===== config.mk =====
export PLATFORM = sky130hd
export DESIGN_NAME = event_ingress_top
export DESIGN_NICKNAME = d
export VERILOG_FILES = /design/src/event_ingress_pkg.sv /design/src/event_ingress_top.sv /design/src/ctrl_regs.sv /design/src/start_select.sv /design/src/beat_stats.sv /design/src/link_gate.sv
export VERILOG_INCLUDE_DIRS = /design/src /design/src/src
export SDC_FILE = /design/constraint.sdc
export NUM_CORES = 1
export LEC_CHECK = 0
export ABC_AREA = 1
export BUFFER_PORTS_ARGS = -buffer_cell sky130_fd_sc_hd__buf_2
export CAP_MARGIN = 20
export CORE_ASPECT_RATIO = 1.5
export CORE_MARGIN = 2
export CORE_UTILIZATION = 45
export DETAILED_ROUTE_END_ITERATION = 7
export PLACE_DENSITY_LB_ADDON = 0.08
export SYNTH_ARGS = -nofsm -noshare
export SYNTH_HDL_FRONTEND = slang
export SYNTH_HIERARCHICAL = 1
export SYNTH_SLANG_ARGS = --single-unit

===== constraint.sdc =====
create_clock -name aclk -period 4.3 [get_ports aclk]
set_input_delay 0.645 -clock aclk [delete_from_list [all_inputs] [get_ports aclk]]
set_output_delay 0.645 -clock aclk [all_outputs]
set_load 0.02 [all_outputs]

===== src/event_ingress_cfg.svh =====
`ifndef EVENT_INGRESS_CFG_SVH
`define EVENT_INGRESS_CFG_SVH

// number of detector links into the builder
`define EI_NUM_LINKS 4

// payload width of one link beat
`define EI_LINK_DW 32

// width of the beat and start counters
`define EI_CNT_W 32

// register bus word address width
`define EI_REG_AW 4

// register bus data width
`define EI_REG_DW 32

`endif

===== src/event_ingress_pkg.sv =====
`include "event_ingress_cfg.svh"

package event_ingress_pkg;

    ////////////////////
    // link side
    ////////////////////

    typedef logic [`EI_LINK_DW-1:0] link_data_t;

    // set bit drops the link from start selection
    typedef logic [`EI_NUM_LINKS-1:0] link_mask_t;

    // one flag per link, high on a delivered beat
    typedef logic [`EI_NUM_LINKS-1:0] beat_vec_t;

    typedef logic [`EI_CNT_W-1:0] beat_cnt_t;

    typedef struct packed {
        link_data_t data;
        logic       valid;
        logic       last;
    } link_beat_t;

    ////////////////////
    // register bus
    ////////////////////

    typedef logic [`EI_REG_AW-1:0] reg_addr_t;
    typedef logic [`EI_REG_DW-1:0] reg_data_t;
    typedef logic [`EI_REG_DW/8-1:0] reg_sel_t;

    typedef struct packed {
        logic      strobe;
        logic      write;
        reg_addr_t addr;
        reg_sel_t  sel;
        reg_data_t wdata;
    } reg_req_t;

    typedef struct packed {
        logic      valid;
        reg_data_t rdata;
    } reg_rsp_t;

endpackage


===== src/event_ingress_top.sv =====
`timescale 1ns/1ns
`include "event_ingress_cfg.svh"

module event_ingress_top (
    input  logic                                           aclk,
    input  logic                                           arst_n_i,
    input  logic                                           event_open_i,
    input  event_ingress_pkg::link_beat_t [`EI_NUM_LINKS-1:0] s_link_i,
    output logic [`EI_NUM_LINKS-1:0]                       s_ready_o,
    output event_ingress_pkg::link_beat_t [`EI_NUM_LINKS-1:0] m_link_o,
    input  logic [`EI_NUM_LINKS-1:0]                       m_ready_i,
    input  event_ingress_pkg::reg_req_t                    req_i,
    output event_ingress_pkg::reg_rsp_t                    rsp_o,
    output logic                                           start_o
);

    event_ingress_pkg::beat_vec_t                      beat_vec;
    event_ingress_pkg::beat_vec_t                      last_vec;
    event_ingress_pkg::beat_cnt_t [`EI_NUM_LINKS-1:0]  beat_cnt;
    event_ingress_pkg::beat_cnt_t                      start_cnt;
    event_ingress_pkg::link_mask_t                     link_mask;
    logic                                              soft_rst;

    ////////////////////
    // link ingress
    ////////////////////

    link_gate u_gate (
        .aclk         (aclk),
        .arst_n_i     (arst_n_i),
        .event_open_i (event_open_i),
        .s_link_i     (s_link_i),
        .s_ready_o    (s_ready_o),
        .m_link_o     (m_link_o),
        .m_ready_i    (m_ready_i),
        .beat_o       (beat_vec),
        .last_o       (last_vec)
    );

    ////////////////////
    // bookkeeping
    ////////////////////

    beat_stats u_stats (
        .aclk       (aclk),
        .arst_n_i   (arst_n_i),
        .soft_rst_i (soft_rst),
        .beat_i     (beat_vec),
        .cnt_o      (beat_cnt)
    );

    // start event follows the lowest unmasked link
    start_select u_start (
        .aclk        (aclk),
        .arst_n_i    (arst_n_i),
        .soft_rst_i  (soft_rst),
        .mask_i      (link_mask),
        .last_i      (last_vec),
        .start_o     (start_o),
        .start_cnt_o (start_cnt)
    );

    ////////////////////
    // register bank
    ////////////////////

    ctrl_regs u_regs (
        .aclk        (aclk),
        .arst_n_i    (arst_n_i),
        .req_i       (req_i),
        .rsp_o       (rsp_o),
        .cnt_i       (beat_cnt),
        .start_cnt_i (start_cnt),
        .soft_rst_o  (soft_rst),
        .mask_o      (link_mask)
    );

endmodule


===== src/ctrl_regs.sv =====
`timescale 1ns/1ns
`include "event_ingress_cfg.svh"

module ctrl_regs (
    input  logic                                          aclk,
    input  logic                                          arst_n_i,
    input  event_ingress_pkg::reg_req_t                   req_i,
    output event_ingress_pkg::reg_rsp_t                   rsp_o,
    input  event_ingress_pkg::beat_cnt_t [`EI_NUM_LINKS-1:0] cnt_i,
    input  event_ingress_pkg::beat_cnt_t                  start_cnt_i,
    output logic                                          soft_rst_o,
    output event_ingress_pkg::link_mask_t                 mask_o
);

    logic                          soft_rst_q;
    event_ingress_pkg::link_mask_t mask_q;
    event_ingress_pkg::reg_data_t  ctrl_word;
    event_ingress_pkg::reg_data_t  rd_data;
    event_ingress_pkg::reg_data_t  rdata_q;
    logic                          rsp_valid_q;
    logic [2:0]                    word_sel;
    logic                          wr_ctrl;

    // top address bit is a don't care
    assign word_sel = req_i.addr[2:0];
    assign wr_ctrl  = req_i.strobe & req_i.write & (word_sel == 3'd0);

    ////////////////////
    // control word
    ////////////////////

    // byte lane 0 carries the soft reset, lane 1 the link mask
    always_ff @(posedge aclk or negedge arst_n_i) begin
        if (!arst_n_i) begin
            soft_rst_q <= 1'b0;
            mask_q     <= '0;
        end else if (wr_ctrl) begin
            if (req_i.sel[0]) begin
                soft_rst_q <= req_i.wdata[0];
            end
            if (req_i.sel[1]) begin
                mask_q <= req_i.wdata[11:8];
            end
        end
    end

    always_comb begin
        ctrl_word       = '0;
        ctrl_word[0]    = soft_rst_q;
        ctrl_word[11:8] = mask_q;
    end

    ////////////////////
    // readback map
    ////////////////////

    // beat counts sit at 4..7, start count at 1, writes answer zero
    always_comb begin
        rd_data = '0;
        if (!req_i.write) begin
            case (word_sel)
                3'd0:                   rd_data = ctrl_word;
                3'd1:                   rd_data = start_cnt_i;
                3'd4, 3'd5, 3'd6, 3'd7: rd_data = cnt_i[word_sel[1:0]];
                default:                rd_data = '0;
            endcase
        end
    end

    always_ff @(posedge aclk or negedge arst_n_i) begin
        if (!arst_n_i) begin
            rsp_valid_q <= 1'b0;
        end else begin
            rsp_valid_q <= req_i.strobe;
        end
    end

    always_ff @(posedge aclk) begin
        if (req_i.strobe) begin
            rdata_q <= rd_data;
        end
    end

    always_comb begin
        rsp_o.valid = rsp_valid_q;
        rsp_o.rdata = rdata_q;
    end

    assign soft_rst_o = soft_rst_q;
    assign mask_o     = mask_q;

    // every answer traces back to a strobe one cycle earlier
    a_rsp_after_strobe : assert property (
        @(posedge aclk) disable iff (!arst_n_i)
        rsp_o.valid |-> $past(req_i.strobe)
    );

endmodule


===== src/start_select.sv =====
`timescale 1ns/1ns
`include "event_ingress_cfg.svh"

module start_select (
    input  logic                         aclk,
    input  logic                         arst_n_i,
    input  logic                         soft_rst_i,
    input  event_ingress_pkg::link_mask_t mask_i,
    input  event_ingress_pkg::beat_vec_t  last_i,
    output logic                         start_o,
    output event_ingress_pkg::beat_cnt_t  start_cnt_o
);

    event_ingress_pkg::beat_vec_t last_q;
    event_ingress_pkg::beat_cnt_t start_cnt_q;
    logic                         sel_last;
    logic                         start_q;

    ////////////////////
    // last beat capture
    ////////////////////

    always_ff @(posedge aclk or negedge arst_n_i) begin
        if (!arst_n_i) begin
            last_q <= '0;
        end else begin
            last_q <= soft_rst_i ? '0 : last_i;
        end
    end

    // walk down so the lowest unmasked link is the one left standing
    always_comb begin
        sel_last = 1'b0;
        for (int k = `EI_NUM_LINKS - 1; k >= 0; k--) begin
            if (!mask_i[k]) begin
                sel_last = last_q[k];
            end
        end
    end

    ////////////////////
    // strobe and count
    ////////////////////

    always_ff @(posedge aclk or negedge arst_n_i) begin
        if (!arst_n_i) begin
            start_q     <= 1'b0;
            start_cnt_q <= '0;
        end else begin
            start_q <= sel_last & ~soft_rst_i;
            if (soft_rst_i) begin
                start_cnt_q <= '0;
            end else if (start_q) begin
                start_cnt_q <= start_cnt_q + 1'b1;
            end
        end
    end

    assign start_o     = start_q;
    assign start_cnt_o = start_cnt_q;

    // mask applies at selection, one cycle ahead of the strobe
    a_all_masked : assert property (
        @(posedge aclk) disable iff (!arst_n_i)
        (&mask_i) |=> !start_o
    );

endmodule


===== src/beat_stats.sv =====
`timescale 1ns/1ns
`include "event_ingress_cfg.svh"

module beat_stats (
    input  logic                                          aclk,
    input  logic                                          arst_n_i,
    input  logic                                          soft_rst_i,
    input  event_ingress_pkg::beat_vec_t                  beat_i,
    output event_ingress_pkg::beat_cnt_t [`EI_NUM_LINKS-1:0] cnt_o
);

    event_ingress_pkg::beat_cnt_t [`EI_NUM_LINKS-1:0] cnt_q;

    ////////////////////
    // per-link counters
    ////////////////////

    // wrap silently at full scale
    always_ff @(posedge aclk or negedge arst_n_i) begin
        if (!arst_n_i) begin
            cnt_q <= '0;
        end else begin
            for (int k = 0; k < `EI_NUM_LINKS; k++) begin
                if (soft_rst_i) begin
                    cnt_q[k] <= '0;
                end else if (beat_i[k]) begin
                    cnt_q[k] <= cnt_q[k] + 1'b1;
                end
            end
        end
    end

    assign cnt_o = cnt_q;

    // the soft reset wins over any beat seen in the same cycle
    a_soft_rst_holds : assert property (
        @(posedge aclk) disable iff (!arst_n_i)
        soft_rst_i |=> (cnt_o == '0)
    );

endmodule


===== src/link_gate.sv =====
`timescale 1ns/1ns
`include "event_ingress_cfg.svh"

module link_gate (
    input  logic                                           aclk,
    input  logic                                           arst_n_i,
    input  logic                                           event_open_i,
    input  event_ingress_pkg::link_beat_t [`EI_NUM_LINKS-1:0] s_link_i,
    output logic [`EI_NUM_LINKS-1:0]                       s_ready_o,
    output event_ingress_pkg::link_beat_t [`EI_NUM_LINKS-1:0] m_link_o,
    input  logic [`EI_NUM_LINKS-1:0]                       m_ready_i,
    output event_ingress_pkg::beat_vec_t                   beat_o,
    output event_ingress_pkg::beat_vec_t                   last_o
);

    logic open_q;

    ////////////////////
    // event open flag
    ////////////////////

    // one register stage, so open/close lands a cycle late
    always_ff @(posedge aclk or negedge arst_n_i) begin
        if (!arst_n_i) begin
            open_q <= 1'b0;
        end else begin
            open_q <= event_open_i;
        end
    end

    ////////////////////
    // gating
    ////////////////////

    // closed links swallow everything: ready forced high, valid masked off
    always_comb begin
        for (int k = 0; k < `EI_NUM_LINKS; k++) begin
            m_link_o[k]       = s_link_i[k];
            m_link_o[k].valid = s_link_i[k].valid & open_q;
            s_ready_o[k]      = m_ready_i[k] | ~open_q;
        end
    end

    // a beat counts only when it actually leaves downstream
    always_comb begin
        for (int k = 0; k < `EI_NUM_LINKS; k++) begin
            beat_o[k] = open_q & s_link_i[k].valid & m_ready_i[k];
            last_o[k] = open_q & s_link_i[k].valid & m_ready_i[k] & s_link_i[k].last;
        end
    end

    // input closed on the previous edge means every link drains this cycle
    a_closed_drains : assert property (
        @(posedge aclk) disable iff (!arst_n_i)
        !$past(event_open_i) |-> (&s_ready_o)
    );

endmodule


# Word level (Yosys, flattened, before mapping)
# Cells that the tools add are included.
# totals
register_bits	204
latch_bits	0
ram_bits	0
mem_bits_ro	0
in_bits	185
output_inout_bits	174
elab_cells	71
mem_count	0
# classes
n_addsub	5
multipliers	0
div_mod_pow	0
order_cmp	1
eq_ne	5
shift	0
muxes	18
bitwise	21
n_reduce_logical	9
# op_table
operator	count
32-bit 2-to-1 mux	11
32-bit by 1-bit adder with 32-bit output (second input constant)	5
32-bit case mux with 3 select lines	1
32-bit binary-select mux with 2-bit select	1
1-bit AND	15
3-bit == test (second input constant)	4
2-bit nonzero test	5
1-bit 2-to-1 mux	4
4-bit 2-to-1 mux	1
1-bit bitwise OR	4
2-bit AND reduction	2
4-bit OR reduction	1
3-bit by 1-bit == test with 1-bit output (second input constant)	1
3-bit logical NOT	1
2-bit by 3-bit < comparator with 1-bit output (second input constant)	1
1-bit inverter	2

# Depth between registers and ports, before layout
# Gate-level depths: netlist (run 1).
# logic_depth
ltp_word	5
mapped_depth	12
mapped_depth_nobuf	10

# Cells and area by module
# The synthesis (run 1) kept the hierarchy.
# modules_own_cells
mod	n_inst	cells_each	area_each_um2	seq_area_each_um2
beat_stats	1	1043	7324.5	3203.1
ctrl_regs	1	528	3121.7	1111.1
start_select	1	295	2082.0	925.9
link_gate	1	166	1182.4	25.0

# Least setup slack after synthesis (run 1)
# No wires, ideal clock.
# synth_timing
path_type	input to register
startpoint	input port m_ready_i[3]
endpoint	register u_stats.cnt_q, in the netlist u_stats/cnt_o[127]
setup_time_ps	119
arrival_ps	1570
required_ps	4181
slack_ps	2611
path_stages	9
cell_sequence	nand3_1 -> inv_1 -> nand2_2 -> nor2_4 -> nand3_2 -> nor2_4 -> nand3_1 -> nand2_1 -> nor2_1
# synth_via
elab_chain_cells	2
# synth_rtl
item	line_no	rtl
start: declaration	event_ingress_top.sv:11	input logic [`EI_NUM_LINKS-1:0] m_ready_i,
1-bit AND	link_gate.sv:47	beat_o[k] = open_q & s_link_i[k].valid & m_ready_i[k];
net beat_vec[3]	event_ingress_top.sv:17	event_ingress_pkg::beat_vec_t beat_vec;
2-bit nonzero test (no line)	n/a	
end signal: indexed assignment	beat_stats.sv:27	cnt_q[k] <= cnt_q[k] + 1'b1;
end: declaration	beat_stats.sv:12	event_ingress_pkg::beat_cnt_t [`EI_NUM_LINKS-1:0] cnt_q;
# The timed path passes the listed nets, and every way through them passes these cells.
# A chain may end at the register's enable or synchronous reset.

# Final worst setup path (run 1)
# layout_timing
startpoint	register u_regs.soft_rst_q, in the netlist u_regs/soft_rst_o
endpoint	register u_stats.cnt_q, in the netlist u_stats/cnt_o[102]
# layout_via
elab_chain_cells	1
word_cells_on_any_way	2
classes_between	1 x mux; 1 x reduce/logical
# layout_rtl
item	line_no	rtl
start: declaration	ctrl_regs.sv:15	logic soft_rst_q;
start signal: assignment	ctrl_regs.sv:39	soft_rst_q <= req_i.wdata[0];
32-bit 2-to-1 mux / 2-bit nonzero test (equally long branches)	n/a	
# Parallel ways exist; a longest one is shown, timed or not.

==> out/summary.txt, run 1 <==
Post-Route WL = 41.6 mm
Hold Vio Cnt, Final = 0
Post-Layout Cell Count = 2377
Dominant synthesized flop cell = dfrtp_1
EDFF count, synth = 32
Peak VDD IR = 0.000210 V
CP delay by family, top = buffers and inverters
Port bufs = 72
Crit share post-route = 0.537
Initial Util = 0.455
GRT busiest layer = met2
Filler Cells Inserted = 3134
# setup viols final = 0
Avg Inst Size Synth = 6.75 µm²
Hold WC Path Type = in2async
Compound-Gate Fraction of Synth Area = 0.0804
Die Span X = 147 µm
TritonRoute pass-1 iters = 6
Die H = 218 µm
R2R Setup Slk = 1.99 ns
Tmin final = 2.31 ns
Crit-path max FO = 34
Run status = complete, no violations
Synthesis Warnings = 6
Simple-gate portion of the synthesized area = 0.373
Post-synthesis adder-cell area fraction = 0.00456
Synth Area in XOR/XNOR = 0.00256
H-tree Lvls = 1
Vias per Instance = 5.20
Dpl hpwl = 31.3 mm
Worst R2R Path Depth = 7
Cell Chain, Critical Path = buf_4, clkinv_2, buf_4, nand2_1, o21ai_0, o21ai_0, inv_1
P per Cell Area = 331 nW/µm²
Unrepaired setup endpoints after global routing = false
CP Launch Type = register
Sequential share of the synthesized area = 0.384
Post-synthesis mux area share = 0
Synth Net Count = 2222
Cells after Synth = 2032
GRT Overall Usage = 0.258
CORE AREA = 30200 µm²
F_max = 433 MHz
Met1 global-route usage = 0.276
Average wire per standard cell = 17.5 µm
Met2 GRT Util = 0.475
CP arrival = 2.72 ns
Met3 Resource Use GR = 0.0506
Grt total ovfl = 0
Max-Cap Viols = 0
DP Cell Count = 2332
# Post-CTS Setup Buffers = 0
Element type at the critical path end = register
Final RePlAce weighted congestion = 0.921
Async SR Flop Fraction = 0.843
Nets@finish = 2149
Num ports = 359
Cts hold-fix bufs = 0
Critical Path Max Stage Delay = 0.49 ns
Setup TNS = 0 ns
Max Slew Vio Count = 0
Clk buf depth = 3
Relative slew margins = 0.289
DRT iter0 DRCs = 762
Resized Gates After CTS = 0
Area of the multi-input gates = 6310 µm²
Largest net degree at the start of global routing = 70
FP Rows = 78
Worst Path Required = 4.71 ns
Crit Reg-Reg Startpoint = u_regs/soft_rst_o
Vias in the first global route = 11800
Die area = 31900 µm²
Clock Skew = 0.0106 ns
FF-to-FF End = u_stats/cnt_o[102]
CP Buf/Inv Count = 4
CTS tree = yes
Reg clk slew, reported paths = 0.06 ns
Leak = 6.72 nW
Ratio of cells with drive above 1 in the final layout = 0.0946
Diode count = 0
Residual DRC = 0
Setup CP Type = reg2reg
Clock Tree Root = clkbuf_16
Clock sink count = 204
Post-Syn Area = 13700 µm²
Vias = 12400
Worst-Margin Slew = 1.07 ns
Register area = 5270 µm²
Clock Latency Late Sink = 0.53 ns
Syn-to-layout area delta = 3.47%
Pre-CTS WS = 1.64 ns
PnR worst setup slack = 1.99 ns
Unique cell type count in the Yosys netlist = 35
Overall power = 0.00470 W
Detail Route Antenna Nets = 0
TritonCTS Buffers = 24
Yosys reg bits = 204
Worst path slowest cell = clkinv_2
Main combinational cell family by area after synthesis = simple AND/OR/NAND/NOR gates
Antenna violations before repair = 0
First-pass GRT wire length = 64.1 mm
how the worst max path moves through the flow:
stage | start | endpoint | slack (ns) | cells after the start
5_1_grt | u_regs/soft_rst_o | u_stats/cnt_o[102] | 1.85 | 7
4_1_cts | u_regs/soft_rst_o | u_stats/cnt_o[102] | 1.99 | 7
3_3_place_gp | req_i[36] | u_regs/rdata_q[14] | 1.69 | 5
3_5_place_dp | req_i[36] | u_regs/rdata_q[19] | 1.64 | 5
2_1_floorplan | m_ready_i[3] | u_stats/cnt_o[127] | 2.61 | 9
6_report | u_regs/soft_rst_o | u_stats/cnt_o[102] | 1.99 | 7
layout make-up:
cell class / count / share of cell area
multi-input cells: 1410 / 0.445
flip-flops and latches: 204 / 0.371
inverters: 235 / 0.0623
clock buffers: 41 / 0.0519
well taps: 400 / 0.0353
repair buffers: 84 / 0.0338
clock inverters: 3 / 0.00106
synthesized netlist by cell type (all sizes together), types with 2 or more instances:
cell / number / share of area
o21ai: 61 / 0.022
a211oi: 5 / 0.0027
nor2: 337 / 0.11
nand2: 665 / 0.19
and2: 2 / 0.00091
buf: 168 / 0.088
nand4: 16 / 0.0073
clkbuf: 15 / 0.0041
nand3: 151 / 0.059
o221ai: 2 / 0.0013
ha: 5 / 0.0046
dfrtp: 172 / 0.31
a21oi: 144 / 0.053
xnor2: 4 / 0.0026
nor3: 8 / 0.0037
inv: 234 / 0.064
nor3b: 3 / 0.0016
edfxtp: 32 / 0.070
nand3b: 4 / 0.0022
stage by stage:
step           utilization  area [µm²]  hold slack, ns
2_1_floorplan            -       13700           0.349
3_3_place_gp         0.445       13400           0.502
3_5_place_dp         0.445       13400           0.504
4_1_cts              0.470       14200           0.142
5_1_grt              0.470       14200           0.170
6_report             0.470       14200           0.122
report_power, final:
part           switching, W  leakage [nW]  internal [W]  total [W]
combinational      0.000407          3.63      0.000173   0.000580
sequential        0.0000988          2.72       0.00204    0.00214
clock              0.000824         0.369       0.00115    0.00198
registers in the layout (all words and copies together), names as in the netlist, 4 cells and up:
signal	cells
u_start/last_q	4
u_regs/mask_o	4
u_stats/cnt_o	128
u_start/start_cnt_o	32
u_regs/rdata_q	32
cell families (layout without fill, tap and decap cells):
group | count (synthesis) | count (layout)
xor gates and xnor gates | 4 | 4
AOI/OAI and AO/OA | 215 | 215
DFF | 204 | 204
and+or+nand+nor | 1186 | 1186
adders and majority gates | 5 | 5
buffers and inverters | 418 | 363
per-layer routing:
metal | vias to the layer above | wire, µm
li1 | 6065 | -
met1 | 5728 | 15300
met4 | 4 | 2290
met3 | 128 | 2440
met2 | 432 | 21500
met5 | - | 84
cells in the final DEF, fill, tap and decap left out, drive strengths merged, types with 5 or more instances in the layout:
| master | count |
|---|---|
| nand2 | 665 |
| nor2 | 337 |
| inv | 234 |
| dfrtp | 172 |
| nand3 | 151 |
| a21oi | 144 |
| buf | 83 |
| o21ai | 61 |
| clkbuf | 42 |
| edfxtp | 32 |
| nand4 | 16 |
| nor3 | 8 |
| ha | 5 |
| a211oi | 5 |
Note: power is estimated with default switching activity, not from simulation.
==> run 2, diff against run 1 <==
==> constraint.sdc (replaced) <==
create_clock -name aclk -period 1.9 [get_ports aclk]
set_input_delay 0.285 -clock aclk [delete_from_list [all_inputs] [get_ports aclk]]
set_output_delay 0.285 -clock aclk [all_outputs]
set_load 0.02 [all_outputs]
==> out/summary.txt, run 2 (synthesis gave the netlist of run 1 again) <==
Run status = complete, no violations
Max reg flops = 128 (unchanged)
Clock sink count = 204 (unchanged)
Residual DRC = 0 (unchanged)
Diode count = 0 (unchanged)
CP dominant cell by count = nor2_4
Dpl hpwl = 31.2 mm (-0.27%)
Sw Pwr = 0.00306 W (+130%)
Worst path slowest cell = dfrtp_1
Die area = 31900 µm² (unchanged)
Setup TNS = 0 ns (unchanged)
Hold WC Path Type = in2reg
Vias in the first global route = 12000 (+1.7%)
Worst Path Required = 2.31 ns (-2.40 ns)
Grt total ovfl = 0 (unchanged)
Post-Route WL = 41.4 mm (-0.58%)
Register area = 5270 µm² (unchanged)
Syn-to-layout area delta = 6.00%
Relative slew margins = 0.730 (+0.442)
Reg clk slew, reported paths = 0.06 ns (about the same)
Logic pwr share = 0.134 (+0.011)
Hold_ws = 0.0137 ns (-0.108 ns)
Max Slew Vio Count = 0 (unchanged)
Max-Cap Viols = 0 (unchanged)
CTS tree = yes
Setup CP Type = reg2reg
F_max = 562 MHz (+30%)
Num ports = 359 (unchanged)
Vias = 12300 (-0.35%)
CORE AREA = 30200 µm² (unchanged)
Ratio of cells with drive above 1 in the final layout = 0.110 (+0.0150)
Leak = 6.87 nW (+2.3%)
Unrepaired setup endpoints after global routing = false
Initial Util = 0.455 (unchanged)
Antenna violations before repair = 0 (unchanged)
Die Span X = 147 µm (unchanged)
# Post-CTS Setup Buffers = 0 (unchanged)
Final RePlAce weighted congestion = 0.936 (+1.6%)
Worst-Margin Slew = 0.403 ns (-0.663 ns)
Average wire per standard cell = 17.2 µm (-1.8%)
Largest net degree at the start of global routing = 67 (-4.3%)
DRT iter0 DRCs = 646 (-15%)
Element type at the critical path end = register
Clock Power Share = 0.416 (-0.005)
Peak VDD IR = 0.000572 V (+170%)
Sw Share = 0.287 (+0.00338)
GRT Overall Usage = 0.256 (-0.00133)
Final core occ = 0.482 (+0.0115)
Die H = 218 µm (unchanged)
CP Launch Type = register
Area of the multi-input gates = 6340 µm² (+0.48%)
Clock Latency Late Sink = 0.53 ns (about the same)
Clock Tree Root = clkbuf_16
P per Cell Area = 735 nW/µm² (+120%)
Cell Chain, Critical Path = buf_4, nand3_4, clkinvlp_4, nand3_2, nor2_4, nand2_2, nor2_4, nand3_1, nand2_1, nor2_1
Commonest non-fill, non-tap cell in the layout = nand2_1
Tmin final = 1.78 ns (-0.530 ns)
Filler Cells Inserted = 3139 (+0.16%)
Clk buf depth = 3 (unchanged)
TritonCTS Buffers = 24 (unchanged)
First-pass GRT wire length = 64.0 mm (-0.15%)
Crit-path max FO = 8 (-76%)
Internal power = 0.00762 W (+130%)
Hold Vio Cnt, Final = 0 (unchanged)
TritonRoute pass-1 iters = 5 (-1)
Port bufs = 72 (unchanged)
Nets@finish = 2179 (+1.4%)
CP arrival = 2.19 ns (-0.53 ns)
Most frequent cells in the layout = 653 x nand2_1, 287 x nor2_1, 228 x inv_1
Seq pwr share = 0.451 (-0.004)
# setup viols final = 0 (unchanged)
Clock Skew = 0.0147 ns (+0.00414 ns)
Detail Route Antenna Nets = 0 (unchanged)
H-tree Lvls = 1 (unchanged)
Critical Path Max Stage Delay = 0.43 ns (-0.06 ns)
FP Rows = 78 (unchanged)
Crit share post-route = 0.937 (+0.400)
Vias per Instance = 5.12 (-1.6%)
## run 2: changes by cell type in the layout (fill, tap and decap cells not counted), moves of 2 or more
cell           previous run  this run
clkbuf_1                 11         9
inv_2                     2         5
clkbuf_8                  6         4
buf_12                    0         8
nor2_1                  291       287
nor2_4                   29        32
buf_4                    11        26
dlygate4sd3_1             0         8
inv_1                   232       228
clkinv_2                  4         7
## run 2: routing by layer
metal  vias to the layer above  GRT usage  wire length (µm)
met5                         -     0.0203                84
met4                         4      0.123              1940
met3                       113     0.0473              2080
met2                       370      0.477             21600
met1                      5692      0.278             15700
li1                       6135          -                 -
## run 2: layout make-up
| type | count | area share |
|---|---|---|
| well taps | 400 | 0.0344 |
| inverters | 235 | 0.0610 |
| repair buffers | 114 | 0.0554 |
| multi-input cells | 1410 | 0.436 |
| clock buffers | 37 | 0.0482 |
| flip-flops and latches | 204 | 0.362 |
| clock inverters | 7 | 0.00267 |
## run 2: per-stage QoR
step           power (W)  setup WS (ns)  area (µm²)  instances
4_1_cts           0.0108         0.0304       14500       2407
2_1_floorplan    0.00614          0.366       13700       2032
3_3_place_gp     0.00630         0.0741       13700       2355
3_5_place_dp     0.00632         0.0524       13700       2355
6_report          0.0107          0.121       14500       2407
5_1_grt           0.0111       0.000885       14500       2407
## run 2: power by group through the flow
stage	registers, W	clock network (W)	logic, W
finish	0.00481	0.00444	0.00143
global route	0.00484	0.00471	0.00160
CTS	0.00482	0.00454	0.00144
detailed placement	0.00490	0	0.00143
global placement	0.00489	0	0.00140
floorplan	0.00490	0	0.00124
## run 2: worst paths after layout
kind	from	to	slack, ns	depth (start not counted)
setup reg to reg	u_gate/open_q	u_stats/cnt_o[94]	0.12	10
setup / recovery	u_gate/open_q	u_stats/cnt_o[94]	0.12	10
max in group asynchronous	arst_n_i	u_stats/cnt_o[107]	1.01	3
hold reg to reg	u_start/start_cnt_o[7]	u_start/start_cnt_o[7]	0.51	1
hold / removal	req_i[10]	u_regs/mask_o[2]	0.01	3
min in group asynchronous	arst_n_i	u_regs/rsp_valid_q	0.25	2
## run 2: critical path, delay by kind of cell, from the launching register on
kind                   cells  cell delay [ns]
AND/OR/NAND/NOR            8             0.92
flip-flops                 1             0.43
buffers and inverters      2             0.31
## run 2: what timing repair did
item                       CTS  global route
hold endpoints to repair    41             0
gates resized for setup      0            12
hold buffers                 8             0
setup endpoints to repair    0            31
==> run 3, diff against run 2 <==
--- a/config.mk
+++ b/config.mk
@@ -6,9 +6,9 @@
 export SDC_FILE = /design/constraint.sdc
 export NUM_CORES = 1
 export LEC_CHECK = 0
-export ABC_AREA = 1
+export ABC_AREA = 0
 export BUFFER_PORTS_ARGS = -buffer_cell sky130_fd_sc_hd__buf_2
-export CAP_MARGIN = 20
+export CAP_MARGIN = 0
 export CORE_ASPECT_RATIO = 1.5
 export CORE_MARGIN = 2
 export CORE_UTILIZATION = 45
==> out/summary.txt, run 3 <==
Run status = finished with violations
Failing checks = negative setup slack
Hold_ws = 0.0306 ns (+0.0170 ns)
# setup viols final = 35 (+35)
Vias = 10200 (-17%)
Die area = 29100 µm² (-8.9%)
Grt total ovfl = 0 (unchanged)
Post-Syn Area = 12500 µm² (-9.1%)
Sequential share of the synthesized area = 0.422 (+0.0383)
Relative slew margins = 0.459 (-0.271)
Initial Util = 0.458 (+0.00338)
DR WL met3 = 1.35 mm (-35%)
PnR worst setup slack = -0.0954 ns (-0.216 ns)
CORE AREA = 27200 µm² (-9.7%)
Clock Tree Root = clkbuf_16
Tmin final = 2.00 ns (+0.216 ns)
Final RePlAce weighted congestion = 0.801 (-14%)
Setup CP Type = reg2reg
Largest net degree at the start of global routing = 116 (+73%)
H-tree Lvls = 1 (unchanged)
GRT Overall Usage = 0.239 (-0.0176)
Clock sink count = 204 (unchanged)
Met2 wire length = 18.1 mm (-16%)
Worst Path Required = 2.30 ns (about the same)
Hold WC Path Type = in2reg
Die H = 208 µm (-4.6%)
Peak VDD IR = 0.000668 V (+17%)
Clk buf depth = 3 (unchanged)
Overall power = 0.0106 W (-1.2%)
Vias in the first global route = 10300 (-15%)
CTS tree = yes
Crit share post-route = 1.05 (+0.114)
WL met1 = 14.6 mm (-6.9%)
Detail Route Antenna Nets = 0 (unchanged)
Die Span X = 140 µm (-4.5%)
Max Slew Vio Count = 0 (unchanged)
DRT iter0 DRCs = 449 (-30%)
Yosys reg bits = 204 (unchanged)
FP Rows = 74 (-5.1%)
Syn-to-layout area delta = 24.1%
Most frequent cells in the layout = 168 x dfrtp_1, 167 x buf_4, 79 x nand2_1
Vias per Instance = 5.85 (+14%)
Worst-Margin Slew = 0.811 ns (+0.408 ns)
Average wire per standard cell = 20.3 µm (+18%)
Cells after Synth = 1290 (-37%)
Synth Net Count = 1480 (-33%)
Share of Yosys cell area claimed by the top area cell type = 0.345 (+0.0313)
Clock Latency Late Sink = 0.52 ns (about the same)
Highest Signal Layer = met4
F_max = 501 MHz (-11%)
Crit-path max FO = 6 (-2)
Design Area, Final = 15500 µm² (+6.5%)
Most frequent cell after synthesis = dfrtp_1
CP Launch Type = register
Nets@finish = 1579 (-28%)
Synthesis Warnings = 6 (unchanged)
Ratio of cells with drive above 1 in the final layout = 0.415 (+0.305)
Reg clk slew, reported paths = 0.06 ns (about the same)
EDFF count, synth = 32 (unchanged)
Unique cell type count in the Yosys netlist = 48 (+37%)
Leak = 6.41 nW (-6.7%)
Dominant synthesized flop cell = dfrtp_1
Hold Vio Cnt, Final = 0 (unchanged)
Clock Skew = 0.0183 ns (+0.00361 ns)
First-pass GRT wire length = 56.0 mm (-12%)
P per Cell Area = 682 nW/µm² (-7.2%)
Max-Cap Viols = 0 (unchanged)
Max reg flops = 128 (unchanged)
Element type at the critical path end = register
Num ports = 359 (unchanged)
Port bufs = 72 (unchanged)
Residual DRC = 0 (unchanged)
CP arrival = 2.39 ns (+0.20 ns)
Async SR Flop Fraction = 0.843 (unchanged)
Unrepaired setup endpoints after global routing = true
Dpl hpwl = 24.1 mm (-23%)
Commonest non-fill, non-tap cell in the layout = dfrtp_1
TritonCTS Buffers = 22 (-8.3%)
Top cells by count, synth = 172 x dfrtp_1, 139 x buf_4, 118 x a21oi_1
Avg Inst Size Synth = 9.67 µm² (+43%)
Biggest area consumer among synthesized cells = dfrtp_1
TritonRoute pass-1 iters = 5 (unchanged)
Top post-synthesis cells by area = dfrtp_1 35%, buf_4 8.4%, edfxtp_1 7.7%
Area after DPL = 13400 µm² (-1.8%)
Diode count = 0 (unchanged)
Antenna violations before repair = 0 (unchanged)
Post-Route WL = 35.5 mm (-14%)
## run 3: cell count changes after synthesis, moves of 28 or more
cell | before | now
nand2_1 | 653 | 83
nor2_1 | 291 | 77
inv_1 | 232 | 19
nand3_1 | 143 | 45
or4_1 | 0 | 70
mux2_2 | 0 | 68
o31ai_1 | 1 | 68
o21ai_0 | 61 | 19
xor2_1 | 0 | 40
clkbuf_1 | 15 | 50
and4_1 | 0 | 29
nor2_4 | 29 | 0
nand4_1 | 16 | 44
o211ai_1 | 0 | 28
## run 3: stage by stage
| stage | cells | worst slack (ns) | util | TNS, ns |
|---|---|---|---|---|
| after floorplan | 1290 | -0.299 | - | -2.24 |
| after global placement | 1661 | -0.232 | 0.493 | -5.88 |
| after detailed placement | 1661 | -0.257 | 0.493 | -8.31 |
| after CTS | 1740 | -0.135 | 0.542 | -2.43 |
| after global routing | 1747 | -0.154 | 0.569 | -3.83 |
| final | 1747 | -0.0954 | 0.569 | -1.47 |
## run 3: worst paths after layout
kind                       cells past startpoint                  to  slack [ns]              start
setup reg to reg                               5  u_stats/cnt_o[127]        -0.1      u_gate/open_q
max in group asynchronous                      3   u_stats/cnt_o[90]        1.08           arst_n_i
setup / recovery                               5  u_stats/cnt_o[127]        -0.1      u_gate/open_q
hold / removal                                 2   u_regs/soft_rst_o        0.03           req_i[0]
min in group asynchronous                      2   u_stats/cnt_o[69]        0.23           arst_n_i
hold reg to reg                                2     u_start/start_o        0.55  u_start/last_q[0]
## run 3: layout make-up
type,instances,area (µm²)
fillers,2423,11700
multi-input cells,849,6590
flip-flops and latches,204,5270
repair buffers,293,2400
clock buffers,35,692
well taps,342,428
inverters,19,71.3
clock inverters,5,25.0
## run 3: worst max-delay path, stage by stage (launching register included)
cell     delay (ns)
dfrtp_2        0.39
and3_4         0.22
and4_4         0.22
or4b_4         0.50
nor4_2         0.18
mux2_2         0.36
## run 3: power by group
part	total, W	switching [W]	internal (W)
Combinational	0.00146	0.000875	0.000584
Sequential	0.00479	0.000158	0.00463
Clock	0.00431	0.00182	0.00250
Total	0.0106	0.00285	0.00771
## run 3: kinds of logic after synthesis
logic type / share of synthesized area
AO/OA/AOI/OAI: 0.141
adder cells (fa/ha/maj): 0.00502
multiplexers: 0.0774
XOR/XNOR: 0.0407
flip-flops: 0.422
AND/OR/NAND/NOR: 0.196
buffers and inverters: 0.118
## run 3: timing repair
action / 4_1_cts / 5_1_grt
hold endpoints to repair: 36 / 0
pin swaps: 72 / 70
hold buffers: 6 / 0
cloned: 6 / 0
resized for setup: 67 / 155
setup endpoints to repair: 76 / 87
setup buffers: 27 / 9
## run 3: routing by layer
metal / vias to the layer above / track usage
li1: 4806 / -
met1: 5051 / 0.304
met2: 244 / 0.413
met3: 122 / 0.0201
met4: 0 / 0.106
met5: - / 0
